$ cat src/corebus_pkg.sv
package corebus_pkg;

    // Bus widths
    localparam int addr_w = 32;
    localparam int data_w = 32;
    localparam int strb_w = data_w / 8;  // One strobe per byte lane

    // Direction of a memory transfer
    typedef enum logic {
        op_read  = 1'b0,
        op_write = 1'b1
    } mem_op_e;

    // Which port owns the shared bus
    typedef enum logic [1:0] {
        arb_idle  = 2'd0,
        arb_instr = 2'd1,
        arb_data  = 2'd2
    } arb_state_e;

endpackage
$ cat src/corebus_top.sv
`timescale 1ns/1ps

module corebus_top
    import corebus_pkg::*;
(
    input  logic              clk_core,
    input  logic              rst_n_i,

    // Core fetch port
    input  logic              instr_req_i,
    input  logic [addr_w-1:0] instr_addr_i,
    output logic [data_w-1:0] instr_o,
    output logic              instr_valid_o,
    output logic              instr_busy_o,

    // Core data port
    input  logic              data_req_i,
    input  logic [addr_w-1:0] data_addr_i,
    input  logic [data_w-1:0] data_wdata_i,
    input  logic [strb_w-1:0] data_wmask_i,
    input  logic              data_wen_n_i,
    output logic [data_w-1:0] data_rdata_o,
    output logic              data_done_o,
    output logic              data_busy_o,

    // Shared memory, Wishbone classic
    output logic              mem_cyc_o,
    output logic              mem_stb_o,
    output logic              mem_we_o,
    output logic [strb_w-1:0] mem_wstrb_o,
    output logic [addr_w-1:0] mem_addr_o,
    output logic [data_w-1:0] mem_wdata_o,
    input  logic [data_w-1:0] mem_rdata_i,
    input  logic              mem_ack_i
);

    logic              ireq;
    logic [addr_w-1:0] iaddr;
    logic              iack;
    logic              dreq;
    logic [addr_w-1:0] daddr;
    logic [data_w-1:0] dwdata;
    logic [strb_w-1:0] dwstrb;
    mem_op_e           dop;
    logic              dack;
    logic [data_w-1:0] rdata;

    instr_port u_instr_port (
        .clk_core      (clk_core),
        .rst_n_i       (rst_n_i),
        .instr_req_i   (instr_req_i),
        .instr_addr_i  (instr_addr_i),
        .instr_o       (instr_o),
        .instr_valid_o (instr_valid_o),
        .instr_busy_o  (instr_busy_o),
        .req_o         (ireq),
        .addr_o        (iaddr),
        .ack_i         (iack),
        .rdata_i       (rdata)
    );

    data_port u_data_port (
        .clk_core      (clk_core),
        .rst_n_i       (rst_n_i),
        .data_req_i    (data_req_i),
        .data_addr_i   (data_addr_i),
        .data_wdata_i  (data_wdata_i),
        .data_wmask_i  (data_wmask_i),
        .data_wen_n_i  (data_wen_n_i),
        .data_rdata_o  (data_rdata_o),
        .data_done_o   (data_done_o),
        .data_busy_o   (data_busy_o),
        .req_o         (dreq),
        .addr_o        (daddr),
        .wdata_o       (dwdata),
        .wstrb_o       (dwstrb),
        .op_o          (dop),
        .ack_i         (dack),
        .rdata_i       (rdata)
    );

    bus_arbiter u_bus_arbiter (
        .clk_core      (clk_core),
        .rst_n_i       (rst_n_i),
        .ireq_i        (ireq),
        .iaddr_i       (iaddr),
        .iack_o        (iack),
        .dreq_i        (dreq),
        .daddr_i       (daddr),
        .dwdata_i      (dwdata),
        .dwstrb_i      (dwstrb),
        .dop_i         (dop),
        .dack_o        (dack),
        .rdata_o       (rdata),
        .mem_cyc_o     (mem_cyc_o),
        .mem_stb_o     (mem_stb_o),
        .mem_we_o      (mem_we_o),
        .mem_wstrb_o   (mem_wstrb_o),
        .mem_addr_o    (mem_addr_o),
        .mem_wdata_o   (mem_wdata_o),
        .mem_rdata_i   (mem_rdata_i),
        .mem_ack_i     (mem_ack_i)
    );

endmodule

$ cat src/bus_arbiter.sv
`timescale 1ns/1ps

module bus_arbiter
    import corebus_pkg::*;
(
    input  logic              clk_core,
    input  logic              rst_n_i,

    // Instruction adapter
    input  logic              ireq_i,
    input  logic [addr_w-1:0] iaddr_i,
    output logic              iack_o,

    // Data adapter
    input  logic              dreq_i,
    input  logic [addr_w-1:0] daddr_i,
    input  logic [data_w-1:0] dwdata_i,
    input  logic [strb_w-1:0] dwstrb_i,
    input  mem_op_e           dop_i,
    output logic              dack_o,

    // Shared read data for both adapters
    output logic [data_w-1:0] rdata_o,

    // Memory bus
    output logic              mem_cyc_o,
    output logic              mem_stb_o,
    output logic              mem_we_o,
    output logic [strb_w-1:0] mem_wstrb_o,
    output logic [addr_w-1:0] mem_addr_o,
    output logic [data_w-1:0] mem_wdata_o,
    input  logic [data_w-1:0] mem_rdata_i,
    input  logic              mem_ack_i
);

    arb_state_e        state_q;
    arb_state_e        state_d;
    mem_op_e           op_q;
    logic [addr_w-1:0] addr_q;
    logic [data_w-1:0] wdata_q;
    logic [strb_w-1:0] wstrb_q;
    logic              grant_i;
    logic              grant_d;

    // Fixed priority, data first
    assign grant_d = (state_q == arb_idle) & dreq_i;
    assign grant_i = (state_q == arb_idle) & ~dreq_i & ireq_i;

    always_comb begin
        state_d = state_q;
        case (state_q)
            arb_idle: begin
                if (dreq_i) begin
                    state_d = arb_data;
                end else if (ireq_i) begin
                    state_d = arb_instr;
                end
            end
            arb_instr,
            arb_data: begin
                if (mem_ack_i) begin
                    state_d = arb_idle;  // No preemption before the ack
                end
            end
            default: state_d = arb_idle;
        endcase
    end

    always_ff @(posedge clk_core) begin
        if (!rst_n_i) begin
            state_q <= arb_idle;
        end else begin
            state_q <= state_d;
        end
    end

    // Bus payload frozen at grant time
    always_ff @(posedge clk_core) begin
        if (grant_d) begin
            addr_q  <= daddr_i;
            wdata_q <= dwdata_i;
            wstrb_q <= dwstrb_i;
            op_q    <= dop_i;
        end else if (grant_i) begin
            addr_q  <= iaddr_i;
            wstrb_q <= {strb_w{1'b1}};
            op_q    <= op_read;      // Fetches never write
        end
    end

    assign mem_cyc_o   = (state_q != arb_idle);
    assign mem_stb_o   = mem_cyc_o;
    assign mem_we_o    = mem_cyc_o & (op_q == op_write);
    assign mem_wstrb_o = wstrb_q;
    assign mem_addr_o  = addr_q;
    assign mem_wdata_o = wdata_q;

    // Ack steered to the owner only
    assign iack_o  = mem_ack_i & (state_q == arb_instr);
    assign dack_o  = mem_ack_i & (state_q == arb_data);
    assign rdata_o = mem_rdata_i;

endmodule

$ cat src/data_port.sv
`timescale 1ns/1ps

module data_port
    import corebus_pkg::*;
(
    input  logic              clk_core,
    input  logic              rst_n_i,

    // Core data side
    input  logic              data_req_i,    // One-cycle strobe
    input  logic [addr_w-1:0] data_addr_i,
    input  logic [data_w-1:0] data_wdata_i,
    input  logic [strb_w-1:0] data_wmask_i,
    input  logic              data_wen_n_i,  // Low for a store
    output logic [data_w-1:0] data_rdata_o,
    output logic              data_done_o,   // Ends loads and stores
    output logic              data_busy_o,

    // Arbiter side
    output logic              req_o,
    output logic [addr_w-1:0] addr_o,
    output logic [data_w-1:0] wdata_o,
    output logic [strb_w-1:0] wstrb_o,
    output mem_op_e           op_o,
    input  logic              ack_i,
    input  logic [data_w-1:0] rdata_i
);

    logic              pending_q;
    logic              ack_seen_q;
    logic [addr_w-1:0] addr_q;
    logic [data_w-1:0] wdata_q;
    logic [strb_w-1:0] wstrb_q;
    mem_op_e           op_q;
    mem_op_e           op_in;
    logic [data_w-1:0] load_q;
    logic              accept;

    assign data_busy_o = pending_q | ack_seen_q;
    assign accept      = data_req_i & ~data_busy_o;

    // Active-low write enable to opcode
    assign op_in = data_wen_n_i ? op_read : op_write;

    always_ff @(posedge clk_core) begin
        if (!rst_n_i) begin
            pending_q  <= 1'b0;
            ack_seen_q <= 1'b0;
        end else begin
            ack_seen_q <= pending_q & ack_i;
            if (ack_i) begin
                pending_q <= 1'b0;
            end else if (accept) begin
                pending_q <= 1'b1;
            end
        end
    end

    // Whole transfer latched on the strobe
    always_ff @(posedge clk_core) begin
        if (accept) begin
            addr_q  <= data_addr_i;
            wdata_q <= data_wdata_i;
            op_q    <= op_in;
            // Loads always fetch the full word
            wstrb_q <= (op_in == op_read) ? {strb_w{1'b1}} : data_wmask_i;
        end
    end

    always_ff @(posedge clk_core) begin
        if (pending_q && ack_i && op_q == op_read) begin
            load_q <= rdata_i;
        end
    end

    always_ff @(posedge clk_core) begin
        if (!rst_n_i) begin
            data_done_o <= 1'b0;
        end else begin
            data_done_o <= ack_seen_q;
        end
    end

    // Store leaves the last load word in place
    always_ff @(posedge clk_core) begin
        if (ack_seen_q && op_q == op_read) begin
            data_rdata_o <= load_q;
        end
    end

    assign req_o   = pending_q;
    assign addr_o  = addr_q;
    assign wdata_o = wdata_q;
    assign wstrb_o = wstrb_q;
    assign op_o    = op_q;

endmodule

$ cat src/instr_port.sv
`timescale 1ns/1ps

module instr_port
    import corebus_pkg::*;
(
    input  logic              clk_core,
    input  logic              rst_n_i,

    // Core fetch side
    input  logic              instr_req_i,    // One-cycle strobe
    input  logic [addr_w-1:0] instr_addr_i,
    output logic [data_w-1:0] instr_o,
    output logic              instr_valid_o,  // One-cycle pulse
    output logic              instr_busy_o,

    // Arbiter side
    output logic              req_o,
    output logic [addr_w-1:0] addr_o,
    input  logic              ack_i,
    input  logic [data_w-1:0] rdata_i
);

    logic              pending_q;   // Read request outstanding
    logic              ack_seen_q;  // Ack taken, valid pulse next
    logic [addr_w-1:0] addr_q;
    logic [data_w-1:0] word_q;      // Word captured on the ack edge
    logic              accept;

    // Busy covers the wait for the ack and the cycle before the valid pulse
    assign instr_busy_o = pending_q | ack_seen_q;
    assign accept       = instr_req_i & ~instr_busy_o;

    always_ff @(posedge clk_core) begin
        if (!rst_n_i) begin
            pending_q  <= 1'b0;
            ack_seen_q <= 1'b0;
        end else begin
            ack_seen_q <= pending_q & ack_i;
            if (ack_i) begin
                pending_q <= 1'b0;  // Request drops after its ack
            end else if (accept) begin
                pending_q <= 1'b1;
            end
        end
    end

    // Fetch address held for the whole request
    always_ff @(posedge clk_core) begin
        if (accept) begin
            addr_q <= instr_addr_i;
        end
    end

    always_ff @(posedge clk_core) begin
        if (pending_q && ack_i) begin
            word_q <= rdata_i;
        end
    end

    // Output stage, word and pulse leave together
    always_ff @(posedge clk_core) begin
        if (!rst_n_i) begin
            instr_valid_o <= 1'b0;
        end else begin
            instr_valid_o <= ack_seen_q;
        end
    end

    always_ff @(posedge clk_core) begin
        if (ack_seen_q) begin
            instr_o <= word_q;
        end
    end

    assign req_o  = pending_q;
    assign addr_o = addr_q;

endmodule

$ cat config.mk
export PLATFORM = sky130hd
export DESIGN_NAME = corebus_top
export DESIGN_NICKNAME = d
export VERILOG_FILES = /design/src/corebus_pkg.sv /design/src/corebus_top.sv /design/src/bus_arbiter.sv /design/src/data_port.sv /design/src/instr_port.sv
export SDC_FILE = /design/constraint.sdc
export NUM_CORES = 1
export LEC_CHECK = 0
export BUFFER_PORTS_ARGS = -buffer_cell sky130_fd_sc_hd__buf_2
export CORE_MARGIN = 3
export CORE_UTILIZATION = 40
export DETAILED_ROUTE_END_ITERATION = 7
export SLEW_MARGIN = 0
export SYNTH_ARGS = -nofsm -noshare
export SYNTH_HDL_FRONTEND = slang
export SYNTH_SLANG_ARGS = --single-unit
$ cat constraint.sdc
create_clock -name clk_core -period 5.5 [get_ports clk_core]
set_input_delay 0.825 -clock clk_core [delete_from_list [all_inputs] [get_ports clk_core]]
set_output_delay 0.825 -clock clk_core [all_outputs]
set_load 0.02 [all_outputs]
; ---- Yosys cells after proc, flatten, opt, wreduce, memory -nomap -nowiden
; Index checks and enable logic that the tools add are counted.
[op_classes]
eq_ne = 4
mux = 11
bitwise = 17
reduce_logical = 11
[op_table]
columns = operator, n
row1 = 32-bit 2-to-1 mux, 2
row2 = 1-bit AND, 10
row3 = 4-bit 2-to-1 mux, 2
row4 = 2-bit 2-to-1 mux, 3
row5 = 2-bit OR reduction, 3
row6 = 1-bit NOT, 5
row7 = 1-bit logical AND, 4
row8 = 2-bit case mux with 2 select lines, 1
row9 = 2-bit nonzero test, 2
row10 = 1-bit 2-to-1 mux, 3
row11 = 3-bit != test (second input constant), 1
row12 = 2-bit by 1-bit equality test with 1-bit output (second input constant), 1
row13 = 2-bit equality test (second input constant), 1
row14 = 2-bit zero test, 1
row15 = 2-bit != test (second input constant), 1
row16 = 1-bit OR, 2
row17 = 2-bit AND reduction, 1
[totals]
ff_bits = 306
inputBits = 138
out_inout_bits = 139

; ---- Logic depth before layout (Yosys ltp)
[logic_depth]
ltp_word = 5
depth_mapped = 6

; ---- By module
; From an unflattened synthesis, not the netlist that was laid out.
[unflattened]
hier_cells = 427
area_unflattened_um2 = 10128.5
[by_module_without_submodules]
columns = module, instances, cells_each, area_each_um2, seq_area_each_um2
row1 = data_port, 1, 152, 4149.0, 4053.9
row2 = instr_port, 1, 108, 3002.9, 2942.8
row3 = bus_arbiter, 1, 167, 2976.6, 2112.0

; ---- Worst setup path before layout
; OpenSTA, ideal clock, no wires.
[synth_timing]
path_type = input to register
startpoint = in data_req_i
endpoint = reg u_data_port.addr_q[0], in the netlist u_data_port.addr_o[0] (enable)
setup_time_ps = 497
arrival_ps = 3724
required_ps = 5003
slack_ps = 1279
cell_stages = 2
n_path_buf = 0
cell_sequence = inv_1 > nor2_1
[synth_via]
elab_chain_len = 1
[synth_lines]
columns = item, line_no
row1 = start: declaration, corebus_top.sv:17  ; input logic data_req_i,
row2 = 1-bit AND, data_port.sv:40  ; assign accept = data_req_i & ~data_busy_o;
row3 = via u_data_port.accept, data_port.sv:37  ; logic accept;
row4 = end signal: assignment, data_port.sv:62  ; addr_q <= data_addr_i;
row5 = end: declaration, data_port.sv:31  ; logic [addr_w-1:0] addr_q;
; The timed path passes the listed nets, and every way through them passes these cells.
; A chain may end at the register's enable or synchronous reset.

; ---- Final worst setup path
[layout_timing]
startpoint = reg u_bus_arbiter.state_q[1]
endpoint = out mem_cyc_o
[layout_via]
elab_chain_len = 1
[layout_lines]
columns = item, line_no
row1 = start: declaration, bus_arbiter.sv:36  ; arb_state_e state_q;
row2 = start signal: assignment, bus_arbiter.sv:71  ; state_q <= arb_idle;
row3 = start signal: assignment, bus_arbiter.sv:73  ; state_q <= state_d;
row4 = 2-bit nonzero test, bus_arbiter.sv:91  ; assign mem_cyc_o = (state_q != arb_idle);
row5 = end: declaration, corebus_top.sv:27  ; output logic mem_cyc_o,
; Every way passes these cells.

==> out/qor.yml <==
cap_viol_max_count: 0
relSlewSlack_pct: 21.3
route.detailed.vias_per_inst: 4.47
p_int_mw: 4.08
crit_path_required_time_ps: 4680
synthMostInstantiatedCell: "edfxtp_1"
number_of_flops_mapped_to_enable_cells_by_yosys: 298
fp.dieH_um: 163
synth_top_area_share_pct: 90.9
fraction_of_layout_instances_using_a_drive_strength_above_1_pct: 52.1
power_mw: 5.20
min_period_over_period_pct: 43.8
avgSynthCellArea_um2: 25.1
dieArea_um2: 26500
grt_max_degree: 42
power.switching_fraction_pct: 21.5
clock_tree.root_cell: "clkbuf_16"
final_net_count: 840
finalSetupViolations: 0
rows: 56
maxSlewViolCount: 0
top_layer: "met5"
routed_wl_um: 18700
wl_per_cell_um: 17.9
worst-slew-pin-transition_ps: 1180
switchingPower_mw: 1.12
detail_route.wirelength.met1_um: 7300
grt_pass1_wl_um: 27500
post-synth-top-area-cell: "edfxtp_1"
synth_adder_area_share_pct: 0.381
final_wtd_congestion: 0.863
clock_power_share_pct: 39.2
clock_tree_from_tritoncts: "built"
htreeDepth: 1
synth-seq-area-share_pct: 92.5
totalNegativeSetupSlack_ps: 0
final.setup.worst_slack_ps: 3090
post_cts.resized_instances: 0
unrepaired_setup_endpoints_after_global_routing: "no"
share_seq_of_total_power_pct: 53.1
p_per_area_nw_per_um2: 410
placement.io_buffers: 276
syn-num-nets: 533
remaining_drc_errors: 0
final_hold_viol_count: 0
clock_sink_count: 306
yosys-top-cells-count: "edfxtp_1 (298), mux2_2 (18), mux2_4 (14)"
fmax_mhz: 415
dominantRegCellSynth: "edfxtp_1"
min-delay-path-class: "register to register"
setup.worst_path.class: "register to output port"
netlist_top_cells_area: "edfxtp_1 (91%), mux2_4 (2.1%), mux2_2 (2.1%)"
tritoncts.num_buffers: 30
synth_warnings: 0
cts_hold_buf: 0
post-place-cells: 986
critical_path_data_arrival_time_ps: 1580
detailedPlace.worstSlack_ps: 2790
synthCells: 392
crit_path_max_fanout: 5
post_layout_nonfiller_instances: 1043
pwr-share-comb_pct: 7.6
ant_nets: 0
final.hold.worst_slack_ps: 415
clock_path_buffers: 3
leakagePower_nw: 4.78
timing.critical_path.from_type: "register"
outcome: "complete, no violations"
top_level_ports: 277
number_of_distinct_standard_cells_referenced_by_the_synthesized_netlist: 24
globalRoute.totalOverflow: 0
design.core.area_um2: 23800
post_cts.repair.setup_buffers: 0
detailroute.wirelength.met3_um: 2240
met2WireLength_um: 8730
firstDrtPassIters: 4
min_period_ps: 2410
combinational_family_with_the_most_area_after_synthesis: "multiplexers"
globalRouteTotalUtil_pct: 13.6
synth_compound_area_share_pct: 0.508
syn2layout_area_growth_pct: 28.6
antenna_found_initial: 6
cp-end-kind: "output port"
die-width_um: 163
synthMuxAreaShare_pct: 4.19
peakVddDrop_mv: 0.268
synthXorXnorAreaFrac_pct: 0
drt_iter0_markers: 248
synthSimpleGateAreaFrac_pct: 1.58
fin_worst_skew_ps: 12.1
dp_hpwl_um: 13000
synth_seq_cells: 306
start_util_pct: 41.3
clk_latency_ps: 540
netlist_area_um2: 9850
via_count: 4664
number_of_global_route_vias_before_repair: 4858
synth-async-reset-ratio_pct: 0
cts.clk_slew.worst_paths_ps: 60
## worst max-delay path: stages (launching register included)
cell,delay [ps]
dfxtp_1,360
inv_1,80
ha_1,240
inv_1,180
buf_2,200
## layer usage
metal | global-route usage (%) | vias up
li1 | - | 2165
met1 | 16.7 | 2198
met2 | 22.1 | 250
met3 | 5.90 | 41
met4 | 3.88 | 10
met5 | 0 | -
## layout make-up
cell class | instances | area (um^2)
repair buffers | 280 | 1410
clock buffers | 34 | 787
diodes | 3 | 7.51
flip-flops and latches | 306 | 9110
fillers | 1929 | 11200
multi-input cells | 71 | 693
inverters | 10 | 37.5
clock inverters | 20 | 223
well taps | 319 | 399
## state kept, by name, indices dropped and copies added (netlist names)
signal / flops
u_bus_arbiter.mem_addr_o: 32
u_bus_arbiter.mem_wdata_o: 32
u_bus_arbiter.mem_wstrb_o: 4
u_bus_arbiter.op_q: 1
u_bus_arbiter.state_q: 2
u_data_port.ack_seen_q: 1
u_data_port.addr_o: 32
u_data_port.data_done_o: 1
u_data_port.data_rdata_o: 32
u_data_port.load_q: 32
u_data_port.op_o: 1
u_data_port.req_o: 1
u_data_port.wdata_o: 32
u_data_port.wstrb_o: 4
u_instr_port.ack_seen_q: 1
u_instr_port.addr_o: 32
u_instr_port.instr_o: 32
u_instr_port.instr_valid_o: 1
u_instr_port.req_o: 1
u_instr_port.word_q: 32
## per-stage QoR
step           instance area (um^2)  util, %
2_1_floorplan                  9850        -
3_3_place_gp                  11600     48.9
3_5_place_dp                  11600     48.9
4_1_cts                       12700     53.1
5_1_grt                       12700     53.2
6_report                      12700     53.2
## cells in the final DEF (no fill, tap or decap), types with 4 or more instances in the layout
| master | instances |
|---|---|
| buf_2 | 276 |
| buf_4 | 4 |
| bufinv_16 | 4 |
| clkbuf_16 | 31 |
| clkinv_2 | 5 |
| clkinv_4 | 4 |
| dfxtp_1 | 8 |
| edfxtp_1 | 298 |
| inv_1 | 10 |
| mux2_2 | 18 |
| mux2_4 | 14 |
| nor2_1 | 4 |
| nor2_4 | 5 |
| or2_2 | 10 |
## cells by family after synthesis
group / after synthesis
AO/OA/AOI/OAI: 7
adder cells (fa/ha/maj): 3
buffers and inverters: 15
flip-flops: 306
multiplexers: 32
AND/OR/NAND/NOR: 29
## power groups by stage
| stage | sequential [mW] | combinational [mW] | clock (mW) |
|---|---|---|---|
| 2_1_floorplan | 2.89 | 0.143 | 0 |
| 3_3_place_gp | 2.81 | 0.396 | 0 |
| 6_report | 2.76 | 0.397 | 2.04 |
| 3_5_place_dp | 2.81 | 0.407 | 0 |
| 5_1_grt | 2.77 | 0.430 | 2.20 |
| 4_1_cts | 2.76 | 0.408 | 2.10 |
## final timing paths
path	start	end	slack [ps]	cells after the start
hold reg to reg	u_data_port.load_q[21]	u_data_port.data_rdata_o[21]	420	0
setup / recovery	u_bus_arbiter.state_q[1]	mem_cyc_o	3090	4
setup reg to reg	u_bus_arbiter.state_q[1]	u_bus_arbiter.mem_wdata_o[15]	3100	5
hold / removal	u_data_port.load_q[21]	u_data_port.data_rdata_o[21]	420	0
(Power assumes the default switching activity.)
